==> config.mk <==
export PLATFORM = sky130hd
export DESIGN_NAME = immediateGen
export DESIGN_NICKNAME = d
export VERILOG_FILES = /design/src/verilog/decodePkg.sv /design/src/verilog/immediateGen.sv
export VERILOG_INCLUDE_DIRS = /design/src /design/src/verilog
export SDC_FILE = /design/constraint.sdc
export NUM_CORES = 1
export LEC_CHECK = 0
export BUFFER_PORTS_ARGS = -buffer_cell sky130_fd_sc_hd__buf_2
export CORE_MARGIN = 4
export CORE_UTILIZATION = 35
export DETAILED_ROUTE_END_ITERATION = 6
export PLACE_DENSITY = 0.8
export SYNTH_ARGS = -nofsm -noshare
export SYNTH_HDL_FRONTEND = slang
export SYNTH_SLANG_ARGS = --single-unit
==> constraint.sdc <==
create_clock -name vclk -period 7.1
set_input_delay 1.065 -clock vclk [all_inputs]
set_output_delay 1.065 -clock vclk [all_outputs]
set_load 0.005 [all_outputs]
==> src/verilog/decode_consts.svh <==
`ifndef DECODE_CONSTS_SVH
`define DECODE_CONSTS_SVH

`define XLEN 64
`define REG_INDEX_W 5
`define ALU_CTRL_W 6
`define BRANCH_TYPE_W 3
`define LOAD_TYPE_W 3
`define STORE_TYPE_W 2

// major opcodes
`define OPC_LUI 7'b0110111
`define OPC_AUIPC 7'b0010111
`define OPC_JAL 7'b1101111
`define OPC_JALR 7'b1100111
`define OPC_BRANCH 7'b1100011
`define OPC_LOAD 7'b0000011
`define OPC_STORE 7'b0100011
`define OPC_OPIMM 7'b0010011
`define OPC_OP 7'b0110011
`define OPC_OPIMM32 7'b0011011
`define OPC_OP32 7'b0111011

`define F7_BASE 7'b0000000
`define F7_ALT 7'b0100000
`define F7_MULDIV 7'b0000001
`define F6_LOGIC 6'b000000 // rv64 shift-immediate upper bits
`define F6_ARITH 6'b010000

// alu codes, zero means no alu operation
`define ALU_ADD 6'd1 // addi, also address add for loads/stores
`define ALU_SLTI 6'd2
`define ALU_SLTIU 6'd3
`define ALU_XORI 6'd4
`define ALU_ORI 6'd5
`define ALU_ANDI 6'd6
`define ALU_SLLI 6'd7
`define ALU_SRLI 6'd8
`define ALU_SRAI 6'd9
`define ALU_ADDR 6'd12 // register-register add
`define ALU_SUB 6'd13
`define ALU_SLL 6'd14
`define ALU_SLT 6'd15
`define ALU_SLTU 6'd16
`define ALU_XOR 6'd17
`define ALU_SRL 6'd18
`define ALU_SRA 6'd19
`define ALU_OR 6'd20
`define ALU_AND 6'd21
`define ALU_ADDIW 6'd22
`define ALU_SLLIW 6'd23
`define ALU_SRLIW 6'd24
`define ALU_SRAIW 6'd25
`define ALU_ADDW 6'd26
`define ALU_SUBW 6'd27
`define ALU_SLLW 6'd28
`define ALU_SRLW 6'd29
`define ALU_SRAW 6'd30
`define ALU_MUL 6'd31
`define ALU_MULH 6'd32
`define ALU_MULHSU 6'd33
`define ALU_MULHU 6'd34
`define ALU_DIV 6'd35
`define ALU_DIVU 6'd36
`define ALU_REM 6'd37
`define ALU_REMU 6'd38
`define ALU_MULW 6'd39
`define ALU_DIVW 6'd40
`define ALU_DIVUW 6'd41
`define ALU_REMW 6'd42
`define ALU_REMUW 6'd43

`define BR_EQ 3'd2
`define BR_NE 3'd3
`define BR_LT 3'd4
`define BR_GE 3'd5
`define BR_LTU 3'd6
`define BR_GEU 3'd7

`define LD_D 3'd0
`define LD_B 3'd1
`define LD_H 3'd2
`define LD_W 3'd3
`define LD_BU 3'd4
`define LD_HU 3'd5
`define LD_WU 3'd6

`define ST_D 2'd0
`define ST_W 2'd1
`define ST_H 2'd2
`define ST_B 2'd3

`endif
==> src/verilog/decodePkg.sv <==
`default_nettype none

`include "decode_consts.svh"

package decodePkg;

	typedef struct packed {
		logic [6:0] funct7;
		logic [`REG_INDEX_W-1:0] rs2;
		logic [`REG_INDEX_W-1:0] rs1;
		logic [2:0] funct3;
		logic [`REG_INDEX_W-1:0] rd;
		logic [6:0] opcode;
	} rFormat;

	typedef struct packed {
		logic [11:0] imm; // funct6 of shifts sits in imm[11:6]
		logic [`REG_INDEX_W-1:0] rs1;
		logic [2:0] funct3;
		logic [`REG_INDEX_W-1:0] rd;
		logic [6:0] opcode;
	} iFormat;

	typedef struct packed {
		logic [6:0] immHigh;
		logic [`REG_INDEX_W-1:0] rs2;
		logic [`REG_INDEX_W-1:0] rs1;
		logic [2:0] funct3;
		logic [4:0] immLow;
		logic [6:0] opcode;
	} sFormat;

	typedef struct packed {
		logic imm12;
		logic [5:0] immMid; // imm[10:5]
		logic [`REG_INDEX_W-1:0] rs2;
		logic [`REG_INDEX_W-1:0] rs1;
		logic [2:0] funct3;
		logic [3:0] immLow; // imm[4:1]
		logic imm11;
		logic [6:0] opcode;
	} bFormat;

	typedef struct packed {
		logic [19:0] imm;
		logic [`REG_INDEX_W-1:0] rd;
		logic [6:0] opcode;
	} uFormat;

	typedef struct packed {
		logic imm20;
		logic [9:0] immLow; // imm[10:1]
		logic imm11;
		logic [7:0] immHigh; // imm[19:12]
		logic [`REG_INDEX_W-1:0] rd;
		logic [6:0] opcode;
	} jFormat;

	// one fetched word, read as whichever format the opcode picks
	typedef union packed {
		rFormat r;
		iFormat i;
		sFormat s;
		bFormat b;
		uFormat u;
		jFormat j;
	} instrWord;

endpackage

`default_nettype wire

==> src/verilog/immediateGen.sv <==
`timescale 1ns/1ns
`default_nettype none

`include "decode_consts.svh"

module immediateGen (
	input wire decodePkg::instrWord instr,
	output logic [`XLEN-1:0] imm
);

	always_comb begin
		case (instr.i.opcode)
			`OPC_JALR, `OPC_LOAD, `OPC_OPIMM, `OPC_OPIMM32:
				imm = {{(`XLEN-12){instr.i.imm[11]}}, instr.i.imm};
			`OPC_STORE:
				imm = {{(`XLEN-12){instr.s.immHigh[6]}}, instr.s.immHigh, instr.s.immLow};
			`OPC_BRANCH: begin
				imm = {{(`XLEN-12){instr.b.imm12}}, instr.b.imm11, instr.b.immMid,
					instr.b.immLow, 1'b0};
			end
			`OPC_LUI, `OPC_AUIPC:
				imm = {{(`XLEN-32){instr.u.imm[19]}}, instr.u.imm, 12'b0}; // upper 20 bits
			`OPC_JAL: begin
				imm = {{(`XLEN-20){instr.j.imm20}}, instr.j.immHigh, instr.j.imm11,
					instr.j.immLow, 1'b0};
			end
			default:
				imm = '0; // OP, OP-32 and unknown
		endcase
	end

endmodule

`default_nettype wire

==> impl_metrics.ini <==
[global_route]
grtUsageTotal = 0.135
grt_pass1_wl_mm = 3.73
grt_max_degree = 34
grt_pass1_vias = 800
antenna_found_initial = 0
overflow = 0

[min_path]
hold_depth = 3
min_path_type = input port to primary output

[critical_path]
critPathLaunch = instr[5]
end_kind = primary output
crit_arrival_ps = 2510
crit_end = imm[25]
max_stage_delay_ps = 630
crit_chain = buf_2, mux2_4, nor4b_4, a32o_1, buf_2
slowest_stage = nor4b_4
crit_type = input port to primary output
cp_max_fo = 17
worstPathRequired_ps = 6030
critPathLaunchType = input port
cpMostUsedCell = buf_2

[floorplanning]
die_h_um = 56.2
num_rows = 17
core_area_um2 = 2210
start_util = 0.368
io_pins = 96
die_w_um = 56.2
die_area_um2 = 3160

[clock_network]
ctsResizeCount = 0
post-cts-setup-buffers = 0
hold_buffers = 0

[synthesis]
syn_inst = 106
synth.yosys.seq_area_share = 0
synth_area_um2 = 815
synth.distinct_cells = 33
syn_nets = 138
syn_area_per_cell_um2 = 7.68
yosysWarningCount = 0

[layout]
drive_above_1_share = 0.644
seq_cell_count = 0
n_clock_buffer = 0
syn_to_final_growth_pct = 28.7
mostFrequentLayoutCell = buf_2
final_cell_mix = buf_2 (96), a32o_1 (11), and2_1 (8), a21o_1 (8), a32o_2 (4)
nNetsFinal = 197
finalInstanceArea_um2 = 1050
seqCellArea_um2 = 0
antennaDiodeCount = 0

[job]
drv_cap = 0

[status]
status = complete, no violations

[sta]
slew_viol_final = 0
max_freq_ghz = 0.279
tightest_slew_ps = 726
slew_headroom = 0.514
period_needed_ps = 3580
final.period_utilization = 0.504
finalSetupViolations = 0
rsz0062_at_grt = no
tns_ps = 0
final_hold_viol_count = 0

[detailed_routing]
postRouteAntennaNets = 0
num_vias = 957
drtPass1Iterations = 4
wl_mm = 2.47
drc = 0
initialDrtViolationCount = 22
post_drt_wl_per_cell_um = 12.9
via_per_inst = 5.01

[place]
gp_congestion = 0.808
dp_hpwl_mm = 2.07
placed_area_um2 = 1050
place.port_buffers = 96

[pwr]
p_leak_nw = 0.736
p_per_area_nw_per_um2 = 39.3
ir_drop_uv = 24.5
==> Yosys cell counts (2+ instances only) <==
| master | number | share of area |
|---|---|---|
| a32o_1 | 11 | 0.14 |
| buf_4 | 32 | 0.29 |
| inv_1 | 3 | 0.014 |
| buf_2 | 3 | 0.018 |
| nor3b_1 | 2 | 0.018 |
| clkbuf_1 | 3 | 0.014 |
| o211ai_1 | 3 | 0.028 |
| and2_1 | 8 | 0.061 |
| a21o_1 | 8 | 0.074 |
| and3_1 | 2 | 0.015 |
| a21oi_1 | 2 | 0.012 |
| nand3_1 | 2 | 0.012 |
| nand4_1 | 2 | 0.015 |
| a32o_2 | 4 | 0.055 |
| buf_6 | 2 | 0.028 |
| o21ai_0 | 2 | 0.012 |
==> kinds of logic after synthesis <==
kind of cell / Yosys count / share of synthesized area
AOI/OAI and AO/OA: 33 / 0.347
muxes: 2 / 0.0307
and+or+nand+nor: 28 / 0.253
buffers and inverters: 43 / 0.369
==> worst min path at each step <==
stage	endpoint	start	slack [ps]
4_1_cts	imm[17]	instr[17]	2390
2_1_floorplan	imm[12]	instr[12]	2230
6_report	imm[12]	instr[12]	2390
5_1_grt	imm[12]	instr[12]	2420
3_3_place_gp	imm[12]	instr[12]	2390
3_5_place_dp	imm[17]	instr[17]	2390
==> area by class of cell <==
class	instances	area (µm²)
inverters	3	11.3
well taps	28	35.0
multi-input cells	63	514
fillers	246	1160
repair buffers	97	488
==> metal layers <==
metal / vias to the layer above / GRT usage / part of all wire
li1: 484 / - / -
met5: - / 0 / 0
met4: 0 / 0 / 0
met3: 0 / 0.00928 / 0.083
met2: 37 / 0.264 / 0.52
met1: 436 / 0.169 / 0.39
==> critical path, delay by kind of cell <==
kind	cells	cell delay, ps
and+or+nand+nor	1	630
muxes	1	330
buffers and inverters	2	260
AOI/OAI and AO/OA	1	230
==> through the flow <==
stage          power (W)  hold WS [ps]  utilization  worst slack (ps)  cells
2_1_floorplan  0.0000272          2230            -              2950    106
3_3_place_gp   0.0000407          2390        0.474              3550    191
3_5_place_dp   0.0000412          2390        0.474              3550    191
4_1_cts        0.0000413          2390        0.474              3550    191
5_1_grt        0.0000454          2420        0.474              3430    191
6_report       0.0000412          2390        0.474              3520    191
==> power by group <==
group,total (W),switching [W],internal [W]
Combinational,0.0000412,0.0000211,0.0000201
Sequential,0,0,0
Clock,0,0,0
No activity file was read; power rests on OpenSTA's default activity.
