--- config.mk ---
export PLATFORM = sky130hd
export DESIGN_NAME = controlDecoder
export DESIGN_NICKNAME = d
export VERILOG_FILES = /design/src/verilog/decodePkg.sv /design/src/verilog/controlDecoder.sv
export VERILOG_INCLUDE_DIRS = /design/src /design/src/verilog
export SDC_FILE = /design/constraint.sdc
export NUM_CORES = 1
export LEC_CHECK = 0
export ABC_AREA = 1
export ABC_CLOCK_PERIOD_IN_PS = 3200
export BUFFER_PORTS_ARGS = -buffer_cell sky130_fd_sc_hd__buf_2
export CAP_MARGIN = 5
export CORE_MARGIN = 2
export CORE_UTILIZATION = 39
export DETAILED_ROUTE_END_ITERATION = 10
export GPL_ROUTABILITY_DRIVEN = 0
export PLACE_DENSITY_LB_ADDON = 0.3
export SYNTH_ARGS = -nofsm -noshare
export SYNTH_HDL_FRONTEND = slang
export SYNTH_SLANG_ARGS = --single-unit
--- constraint.sdc ---
create_clock -name vclk -period 3.2
set_input_delay 0.32 -clock vclk [all_inputs]
set_output_delay 0.32 -clock vclk [all_outputs]
set_load 0.1 [all_outputs]
--- src/verilog/decode_consts.svh ---
`ifndef DECODE_CONSTS_SVH
`define DECODE_CONSTS_SVH

`define XLEN 64
`define REG_INDEX_W 5
`define ALU_CTRL_W 6
`define BRANCH_TYPE_W 3
`define LOAD_TYPE_W 3
`define STORE_TYPE_W 2

// major opcodes
`define OPC_LUI 7'b0110111
`define OPC_AUIPC 7'b0010111
`define OPC_JAL 7'b1101111
`define OPC_JALR 7'b1100111
`define OPC_BRANCH 7'b1100011
`define OPC_LOAD 7'b0000011
`define OPC_STORE 7'b0100011
`define OPC_OPIMM 7'b0010011
`define OPC_OP 7'b0110011
`define OPC_OPIMM32 7'b0011011
`define OPC_OP32 7'b0111011

`define F7_BASE 7'b0000000
`define F7_ALT 7'b0100000
`define F7_MULDIV 7'b0000001
`define F6_LOGIC 6'b000000 // rv64 shift-immediate upper bits
`define F6_ARITH 6'b010000

// alu codes, zero means no alu operation
`define ALU_ADD 6'd1 // addi, also address add for loads/stores
`define ALU_SLTI 6'd2
`define ALU_SLTIU 6'd3
`define ALU_XORI 6'd4
`define ALU_ORI 6'd5
`define ALU_ANDI 6'd6
`define ALU_SLLI 6'd7
`define ALU_SRLI 6'd8
`define ALU_SRAI 6'd9
`define ALU_ADDR 6'd12 // register-register add
`define ALU_SUB 6'd13
`define ALU_SLL 6'd14
`define ALU_SLT 6'd15
`define ALU_SLTU 6'd16
`define ALU_XOR 6'd17
`define ALU_SRL 6'd18
`define ALU_SRA 6'd19
`define ALU_OR 6'd20
`define ALU_AND 6'd21
`define ALU_ADDIW 6'd22
`define ALU_SLLIW 6'd23
`define ALU_SRLIW 6'd24
`define ALU_SRAIW 6'd25
`define ALU_ADDW 6'd26
`define ALU_SUBW 6'd27
`define ALU_SLLW 6'd28
`define ALU_SRLW 6'd29
`define ALU_SRAW 6'd30
`define ALU_MUL 6'd31
`define ALU_MULH 6'd32
`define ALU_MULHSU 6'd33
`define ALU_MULHU 6'd34
`define ALU_DIV 6'd35
`define ALU_DIVU 6'd36
`define ALU_REM 6'd37
`define ALU_REMU 6'd38
`define ALU_MULW 6'd39
`define ALU_DIVW 6'd40
`define ALU_DIVUW 6'd41
`define ALU_REMW 6'd42
`define ALU_REMUW 6'd43

`define BR_EQ 3'd2
`define BR_NE 3'd3
`define BR_LT 3'd4
`define BR_GE 3'd5
`define BR_LTU 3'd6
`define BR_GEU 3'd7

`define LD_D 3'd0
`define LD_B 3'd1
`define LD_H 3'd2
`define LD_W 3'd3
`define LD_BU 3'd4
`define LD_HU 3'd5
`define LD_WU 3'd6

`define ST_D 2'd0
`define ST_W 2'd1
`define ST_H 2'd2
`define ST_B 2'd3

`endif
--- src/verilog/decodePkg.sv ---
`default_nettype none

`include "decode_consts.svh"

package decodePkg;

	typedef struct packed {
		logic [6:0] funct7;
		logic [`REG_INDEX_W-1:0] rs2;
		logic [`REG_INDEX_W-1:0] rs1;
		logic [2:0] funct3;
		logic [`REG_INDEX_W-1:0] rd;
		logic [6:0] opcode;
	} rFormat;

	typedef struct packed {
		logic [11:0] imm; // funct6 of shifts sits in imm[11:6]
		logic [`REG_INDEX_W-1:0] rs1;
		logic [2:0] funct3;
		logic [`REG_INDEX_W-1:0] rd;
		logic [6:0] opcode;
	} iFormat;

	typedef struct packed {
		logic [6:0] immHigh;
		logic [`REG_INDEX_W-1:0] rs2;
		logic [`REG_INDEX_W-1:0] rs1;
		logic [2:0] funct3;
		logic [4:0] immLow;
		logic [6:0] opcode;
	} sFormat;

	typedef struct packed {
		logic imm12;
		logic [5:0] immMid; // imm[10:5]
		logic [`REG_INDEX_W-1:0] rs2;
		logic [`REG_INDEX_W-1:0] rs1;
		logic [2:0] funct3;
		logic [3:0] immLow; // imm[4:1]
		logic imm11;
		logic [6:0] opcode;
	} bFormat;

	typedef struct packed {
		logic [19:0] imm;
		logic [`REG_INDEX_W-1:0] rd;
		logic [6:0] opcode;
	} uFormat;

	typedef struct packed {
		logic imm20;
		logic [9:0] immLow; // imm[10:1]
		logic imm11;
		logic [7:0] immHigh; // imm[19:12]
		logic [`REG_INDEX_W-1:0] rd;
		logic [6:0] opcode;
	} jFormat;

	// one fetched word, read as whichever format the opcode picks
	typedef union packed {
		rFormat r;
		iFormat i;
		sFormat s;
		bFormat b;
		uFormat u;
		jFormat j;
	} instrWord;

endpackage

`default_nettype wire

--- src/verilog/controlDecoder.sv ---
`timescale 1ns/1ns
`default_nettype none

`include "decode_consts.svh"

module controlDecoder (
	input wire decodePkg::instrWord instr,
	output logic branch,
	output logic jump,
	output logic jalr,
	output logic memRead,
	output logic memWrite,
	output logic regWrite,
	output logic memOrReg,
	output logic [`ALU_CTRL_W-1:0] aluControl,
	output logic [`BRANCH_TYPE_W-1:0] branchType,
	output logic [`LOAD_TYPE_W-1:0] loadType,
	output logic [`STORE_TYPE_W-1:0] storeType,
	output logic [`REG_INDEX_W-1:0] destRegister,
	output logic [`REG_INDEX_W-1:0] registerRs,
	output logic [`REG_INDEX_W-1:0] registerRt,
	output logic useRs1,
	output logic usePc
);

	always_comb begin
		branch = 1'b0;
		jump = 1'b0;
		jalr = 1'b0;
		memRead = 1'b0;
		memWrite = 1'b0;
		regWrite = 1'b0;
		memOrReg = 1'b0;
		aluControl = '0;
		branchType = '0;
		loadType = '0;
		storeType = '0;
		destRegister = '0;
		registerRs = '0;
		registerRt = '0;
		useRs1 = 1'b0;
		usePc = 1'b0;

		case (instr.r.opcode)
			`OPC_LUI: begin
				regWrite = 1'b1; // operand 1 stays zero
				destRegister = instr.u.rd;
			end
			`OPC_AUIPC: begin
				regWrite = 1'b1;
				destRegister = instr.u.rd;
				usePc = 1'b1;
				aluControl = `ALU_ADD;
			end
			`OPC_JAL: begin
				jump = 1'b1;
				regWrite = 1'b1;
				destRegister = instr.j.rd;
			end
			`OPC_JALR: begin
				jump = 1'b1;
				jalr = 1'b1;
				regWrite = 1'b1;
				destRegister = instr.i.rd;
				registerRs = instr.i.rs1;
				useRs1 = 1'b1;
			end
			`OPC_BRANCH: begin
				branch = 1'b1;
				registerRs = instr.b.rs1;
				registerRt = instr.b.rs2;
				useRs1 = 1'b1;
				case (instr.b.funct3)
					3'b000: branchType = `BR_EQ;
					3'b001: branchType = `BR_NE;
					3'b100: branchType = `BR_LT;
					3'b101: branchType = `BR_GE;
					3'b110: branchType = `BR_LTU;
					3'b111: branchType = `BR_GEU;
					default: branchType = '0;
				endcase
			end
			`OPC_LOAD: begin
				memRead = 1'b1;
				regWrite = 1'b1;
				memOrReg = 1'b1; // result comes from memory
				destRegister = instr.i.rd;
				registerRs = instr.i.rs1;
				useRs1 = 1'b1;
				aluControl = `ALU_ADD;
				case (instr.i.funct3)
					3'b000: loadType = `LD_B;
					3'b001: loadType = `LD_H;
					3'b010: loadType = `LD_W;
					3'b011: loadType = `LD_D;
					3'b100: loadType = `LD_BU;
					3'b101: loadType = `LD_HU;
					3'b110: loadType = `LD_WU;
					default: aluControl = '0;
				endcase
			end
			`OPC_STORE: begin
				memWrite = 1'b1;
				registerRs = instr.s.rs1;
				registerRt = instr.s.rs2;
				useRs1 = 1'b1;
				aluControl = `ALU_ADD;
				case (instr.s.funct3)
					3'b000: storeType = `ST_B;
					3'b001: storeType = `ST_H;
					3'b010: storeType = `ST_W;
					3'b011: storeType = `ST_D;
					default: aluControl = '0;
				endcase
			end
			`OPC_OPIMM: begin
				regWrite = 1'b1;
				destRegister = instr.i.rd;
				registerRs = instr.i.rs1;
				useRs1 = 1'b1;
				case (instr.i.funct3)
					3'b000: aluControl = `ALU_ADD;
					3'b010: aluControl = `ALU_SLTI;
					3'b011: aluControl = `ALU_SLTIU;
					3'b100: aluControl = `ALU_XORI;
					3'b110: aluControl = `ALU_ORI;
					3'b111: aluControl = `ALU_ANDI;
					3'b001: begin
						if (instr.i.imm[11:6] == `F6_LOGIC)
							aluControl = `ALU_SLLI;
					end
					default: begin // 101, shift right picked by funct6
						if (instr.i.imm[11:6] == `F6_LOGIC)
							aluControl = `ALU_SRLI;
						else if (instr.i.imm[11:6] == `F6_ARITH)
							aluControl = `ALU_SRAI;
					end
				endcase
			end
			`OPC_OPIMM32: begin
				regWrite = 1'b1;
				destRegister = instr.i.rd;
				registerRs = instr.i.rs1;
				useRs1 = 1'b1;
				case ({instr.r.funct7, instr.i.funct3})
					{`F7_BASE, 3'b001}: aluControl = `ALU_SLLIW;
					{`F7_BASE, 3'b101}: aluControl = `ALU_SRLIW;
					{`F7_ALT, 3'b101}: aluControl = `ALU_SRAIW;
					default: begin
						if (instr.i.funct3 == 3'b000)
							aluControl = `ALU_ADDIW; // funct7 is immediate here
					end
				endcase
			end
			`OPC_OP: begin
				regWrite = 1'b1;
				destRegister = instr.r.rd;
				registerRs = instr.r.rs1;
				registerRt = instr.r.rs2;
				useRs1 = 1'b1;
				case ({instr.r.funct7, instr.r.funct3})
					{`F7_BASE, 3'b000}: aluControl = `ALU_ADDR;
					{`F7_ALT, 3'b000}: aluControl = `ALU_SUB;
					{`F7_BASE, 3'b001}: aluControl = `ALU_SLL;
					{`F7_BASE, 3'b010}: aluControl = `ALU_SLT;
					{`F7_BASE, 3'b011}: aluControl = `ALU_SLTU;
					{`F7_BASE, 3'b100}: aluControl = `ALU_XOR;
					{`F7_BASE, 3'b101}: aluControl = `ALU_SRL;
					{`F7_ALT, 3'b101}: aluControl = `ALU_SRA;
					{`F7_BASE, 3'b110}: aluControl = `ALU_OR;
					{`F7_BASE, 3'b111}: aluControl = `ALU_AND;
					{`F7_MULDIV, 3'b000}: aluControl = `ALU_MUL;
					{`F7_MULDIV, 3'b001}: aluControl = `ALU_MULH;
					{`F7_MULDIV, 3'b010}: aluControl = `ALU_MULHSU;
					{`F7_MULDIV, 3'b011}: aluControl = `ALU_MULHU;
					{`F7_MULDIV, 3'b100}: aluControl = `ALU_DIV;
					{`F7_MULDIV, 3'b101}: aluControl = `ALU_DIVU;
					{`F7_MULDIV, 3'b110}: aluControl = `ALU_REM;
					{`F7_MULDIV, 3'b111}: aluControl = `ALU_REMU;
					default: aluControl = '0;
				endcase
			end
			`OPC_OP32: begin
				regWrite = 1'b1;
				destRegister = instr.r.rd;
				registerRs = instr.r.rs1;
				registerRt = instr.r.rs2;
				useRs1 = 1'b1;
				case ({instr.r.funct7, instr.r.funct3})
					{`F7_BASE, 3'b000}: aluControl = `ALU_ADDW;
					{`F7_ALT, 3'b000}: aluControl = `ALU_SUBW;
					{`F7_BASE, 3'b001}: aluControl = `ALU_SLLW;
					{`F7_BASE, 3'b101}: aluControl = `ALU_SRLW;
					{`F7_ALT, 3'b101}: aluControl = `ALU_SRAW;
					{`F7_MULDIV, 3'b000}: aluControl = `ALU_MULW;
					{`F7_MULDIV, 3'b100}: aluControl = `ALU_DIVW;
					{`F7_MULDIV, 3'b101}: aluControl = `ALU_DIVUW;
					{`F7_MULDIV, 3'b110}: aluControl = `ALU_REMW;
					{`F7_MULDIV, 3'b111}: aluControl = `ALU_REMUW;
					default: aluControl = '0;
				endcase
			end
			default: ; // unknown opcode, all zero
		endcase
	end

endmodule

`default_nettype wire

==> results.ini, run 1 <==
[outcome]
outcome=completed

[power_and_ir_drop]
internal_power_uw=32.76
total_power_uw=131.9
p_sw_uw=99.14
ir_worst_vdd_v=0.00008953
power_leakage_uw=0.001005
power_frac_seq=0
clockPowerShare=0
comb_power_share=1.000
powerDensity_nw_per_um2=91.35
swShare=0.7516

[route]
vias=1568
first_iter_violations=58
wirelength_um=3334
drt_drc_violations_left=0
postRouteAntennaNets=0
wire_per_inst_um=10.32
drt-vias-per-instance=4.854
dr.pass1.iters=4

[synthesis]
ys_seq_area_frac=0
synth_cell_type_count=26
synth-compound-area-share=0.08237
yosys_warnings=0
synth_fa_ha_area_frac=0
synthXorXnorAreaFrac=0
syn_area_per_cell_um2=4.730
yosys.area_share.simple=0.7251
syn_area_um2=1079
syn-num-nets=260
netlist_instances=228
synth_mux_area_frac=0
synth_top_family_by_area=simple AND/OR/NAND/NOR gates

[place]
dp_cells=323
hpwl_um=2803
place_ws_ns=0.8545
numPortBuffers=70

[grt]
overflow=0
grt_use_total=0.2018
grt_max_degree=13
antenna_found_initial=0
grt_pass1_wl_um=5499
grt_pass1_vias=1255

[worst_hold_path]
hold_start=instr[21]
hold_depth=4
hold_class=input pin to output port
hold_end=registerRt[1]

[timing]
setup_ws_ns=0.8320
fin_tns_setup_ns=0
period_share=0.7400
fmaxAchievable_mhz=422.3
rsz0062_at_grt=no
layout_min_cycle_time_ns=2.368
whs_ns=1.084
tightestPinTransition_ns=0.4900
maxSlewViolCount=0
setup_viol=0
max-slew-margin-rel=0.6756
hold_viol=0

[cells_and_area]
drive_gt1_frac=0.3493
regArea_um2=0
final_nets=326
final_cells=323
antenna_cells=0
area_growth_pct=33.87
clock_buffers=0
nFlopsAndLatches=0
layout.filler_cells=309

[setup_path]
required_ns=2.88
cp_max_fo=11
arrival_ns=2.05
path_class=input pin to output port
endpoint_kind=output port
crit_path_start_kind=input pin

[floorplan]
initial_core_util=0.4015
dieWidth_um=56.59
die-area_um2=3202
io_pins=70
fp-row-count=19
die_height_um=56.59
core_area_um2=2686

[cts]
cts_hold_buf=0
cts.repair.resized=0
post_cts_buffers=0

[job]
drv_cap=0

-- Yosys cell counts --
library cell,count,area (um2)
a21oi_1,2,10.01
a31oi_1,1,6.260
and2_1,5,31.28
buf_2,1,5.000
buf_4,3,22.52
buf_6,2,22.52
inv_1,39,146.4
inv_2,3,11.26
nand2_1,63,236.5
nand2_2,6,37.54
nand2_4,1,11.26
nand3_1,19,95.09
nand3_2,4,40.04
nand3b_1,1,7.510
nand4_1,6,37.54
nor2_1,44,165.2
nor2_2,9,56.30
nor2_4,3,33.78
nor3_1,4,20.02
nor3_2,1,10.01
o2111ai_1,1,8.760
o211ai_1,2,15.01
o21a_1,2,15.01
o21ai_0,4,20.02
o21ai_1,1,5.000
o32ai_1,1,8.760
-- critical path, cell delays in order --
cell and delay [ns]:
buf_2 0.10, nor2_2 0.17, nand2_2 0.10, nor2_2 0.33, nand2_1 0.19, nand3_1 0.13, nor2_1 0.05, nand2_1 0.07
nand3_1 0.08, nand2_1 0.09, buf_2 0.42
-- logic make-up after synthesis --
group | after synthesis
AOI/OAI and AO/OA | 14
buffers and inverters | 48
and+or+nand+nor | 166
-- power by group through the flow --
stage               registers [uW]  logic, uW  clock network, uW
finish                           0        132                  0
global route                     0        143                  0
CTS                              0        131                  0
detailed placement               0        131                  0
global placement                 0        130                  0
floorplan                        0       96.4                  0
-- routing by layer --
layer | global-route usage | wire length [um] | part of all wire
met2 | 0.3272 | 1460 | 0.44
met4 | 0.02041 | 33 | 0.0099
met1 | 0.3042 | 1588 | 0.48
met3 | 0.006912 | 251 | 0.075
met5 | 0 | 0 | 0
-- stage by stage --
stage	cell area (um2)	utilization
global placement	1444	0.5375
floorplan	1105	-
CTS	1444	0.5375
global route	1444	0.5375
finish	1444	0.5375
detailed placement	1444	0.5375
-- cells in the final DEF (no fill, tap or decap) --
master     Yosys  final
o2111ai_1      1      1
nand3b_1       1      1
nand2_2        6      6
nor3_2         1      3
nand3_1       19     19
nand4_1        6      6
a31oi_1        1      1
nand2_4        1      1
buf_2          1     70
o211ai_1       2      2
a21oi_1        2      2
o21ai_1        1      1
nor3_4         0      1
inv_1         39     39
nor3_1         4      1
o21a_1         2      2
nor2_2         9     11
nand2_1       63     63
nor2_1        44     42
o32ai_1        1      1
and2_1         5      5
nor2_4         3      3
inv_2          3      3
o21ai_0        4      4
nand3_2        4      4
-- layout make-up --
| cell class | instances | area, um2 | share of cell area |
|---|---|---|---|
| Tap cell | 31 | 38.79 | 0.02686 |
| Inverter | 42 | 157.7 | 0.1092 |
| Multi-Input combinational cell | 180 | 897.1 | 0.6213 |
| Timing Repair Buffer | 70 | 350.3 | 0.2426 |
-- worst max-delay path by stage --
stage          startpoint            end  slack (ns)  cells past startpoint
3_5_place_dp    instr[27]  aluControl[1]        0.85                     11
6_report        instr[26]  aluControl[1]        0.83                     11
3_3_place_gp    instr[27]  aluControl[2]        0.89                     11
2_1_floorplan    instr[1]   storeType[0]       -0.26                      8
4_1_cts         instr[27]  aluControl[1]        0.85                     11
5_1_grt         instr[26]  aluControl[1]        0.63                     11
Power figures use the tool's default switching activity.
==> run 2, diff against run 1 <==
ABC_CLOCK_PERIOD_IN_PS = 2200   (was 3200)
clock period = 2.2 ns   (was 3.2 ns; I/O delays follow)
==> run 2 against run 1 <==
Sequential share of layout area unchanged. Total power increased by 72%. Final area increased by 27%.
==> results.ini, run 2 (synthesis gave the netlist of run 1 again) <==
[floorplan]
io_pins=70  ; unchanged
dieWidth_um=56.59  ; unchanged
core_area_um2=2686  ; unchanged
initial_core_util=0.4015  ; unchanged
fp-row-count=19  ; unchanged
die_height_um=56.59  ; unchanged
die-area_um2=3202  ; unchanged

[cells_and_area]
clock_buffers=0  ; unchanged
antenna_cells=0  ; unchanged
final_common_cell=nand2_1
final_cell_mix=61 x nand2_1, 51 x buf_2, 36 x inv_1, 30 x nor2_1, 19 x buf_12
final_nets=327  ; +0.31%
nFlopsAndLatches=0  ; unchanged
regArea_um2=0  ; unchanged
area_growth_pct=70.42
drive_gt1_frac=0.4369  ; +0.08754

[grt]
grt_pass1_vias=1495  ; +19%
grt_pass1_wl_um=6099  ; +11%
grt_use_total=0.2269  ; +0.02506
overflow=0  ; unchanged
grt_max_degree=13  ; unchanged
antenna_found_initial=0  ; unchanged

[route]
dr.pass1.iters=5  ; +1
first_iter_violations=80  ; +38%
vias=1645  ; +4.9%
drt_drc_violations_left=0  ; unchanged
wire_per_inst_um=11.42  ; +11%
drt-vias-per-instance=5.077  ; +4.6%
wirelength_um=3699  ; +11%
postRouteAntennaNets=0  ; unchanged

[timing]
hold_viol=0  ; unchanged
whs_ns=0.7890  ; -0.2953 ns
rsz0062_at_grt=no
setup_viol=0  ; unchanged
tightestPinTransition_ns=0.5705  ; +0.08046 ns
max-slew-margin-rel=0.6183  ; -0.05729
fin_tns_setup_ns=0  ; unchanged
fmaxAchievable_mhz=505.4
period_share=0.8993
layout_min_cycle_time_ns=1.979
maxSlewViolCount=0  ; unchanged

[setup_path]
crit_chain=buf_2 -> nor2_2 -> nand2_2 -> nor2_2 -> nand2_1 -> nand3_1 -> nor2_1 -> nand2_1 -> nand3_1 -> nand2_1 -> buf_12
slowest_stage=nor2_2
cp.buffers_inverters=2  ; unchanged
path_delay_family=simple AND/OR/NAND/NOR gates
critPathMostFrequentCell=nand2_1
cp_max_fo=11  ; unchanged
arrival_ns=1.76  ; -0.29 ns
path_class=input pin to output port
crit_path_start_kind=input pin
required_ns=1.98  ; -0.90 ns
endpoint_kind=output port
critical_path.max_stage_delay_ns=0.35  ; -0.07 ns

[job]
drv_cap=0  ; unchanged

[place]
numPortBuffers=70  ; unchanged
hpwl_um=3167  ; +13%

[cts]
post_cts_buffers=0  ; unchanged
cts.repair.resized=0  ; unchanged
cts_hold_buf=0  ; unchanged

[power_and_ir_drop]
powerDensity_nw_per_um2=123.7  ; +35%
power_leakage_uw=0.001065  ; +6.0%
ir_worst_vdd_v=0.0001216  ; +36%

[worst_hold_path]
hold_class=input pin to output port

[outcome]
outcome=completed

## run 2: routing by layer
metal | part of all wire | track usage | up-vias
met3 | 0.087 | 0.03226 | 12
met4 | 0.022 | 0.04762 | 0
met5 | 0 | 0 | -
li1 | - | - | 838
met2 | 0.49 | 0.4053 | 80
met1 | 0.40 | 0.2857 | 715
## run 2: report_power, final
group | internal, uW | total, uW | switching [uW]
combinational | 69.2 | 227 | 158
clock | 0 | 0 | 0
sequential | 0 | 0 | 0
total | 69.2 | 227 | 158
## run 2: cell type report
class,instances,area (um2)
fillers,257,848.3
inverters,42,168.9
multi-input cells,180,987.2
well taps,31,38.79
repair buffers,71,643.1
## run 2: worst min-delay path, cell delays in order
cell    delay, ns
buf_2        0.09
inv_1        0.05
nor2_2       0.05
buf_12       0.15
## run 2: through the flow
stage	area, um2	setup WS [ns]	power [uW]	utilization	instances
2_1_floorplan	1206	-0.3625	149.8	-	228
3_3_place_gp	1838	0.2919	222.8	0.6842	324
3_5_place_dp	1838	0.2448	226.6	0.6842	324
4_1_cts	1838	0.2449	227.0	0.6842	324
5_1_grt	1838	0.04263	243.9	0.6842	324
6_report	1838	0.2215	227.4	0.6842	324
## run 2: worst paths after layout
kind	from	endpoint	slack (ns)	cells past startpoint
worst max-delay path	instr[27]	aluControl[1]	0.22	11
worst min-delay path	instr[19]	registerRs[4]	0.79	4
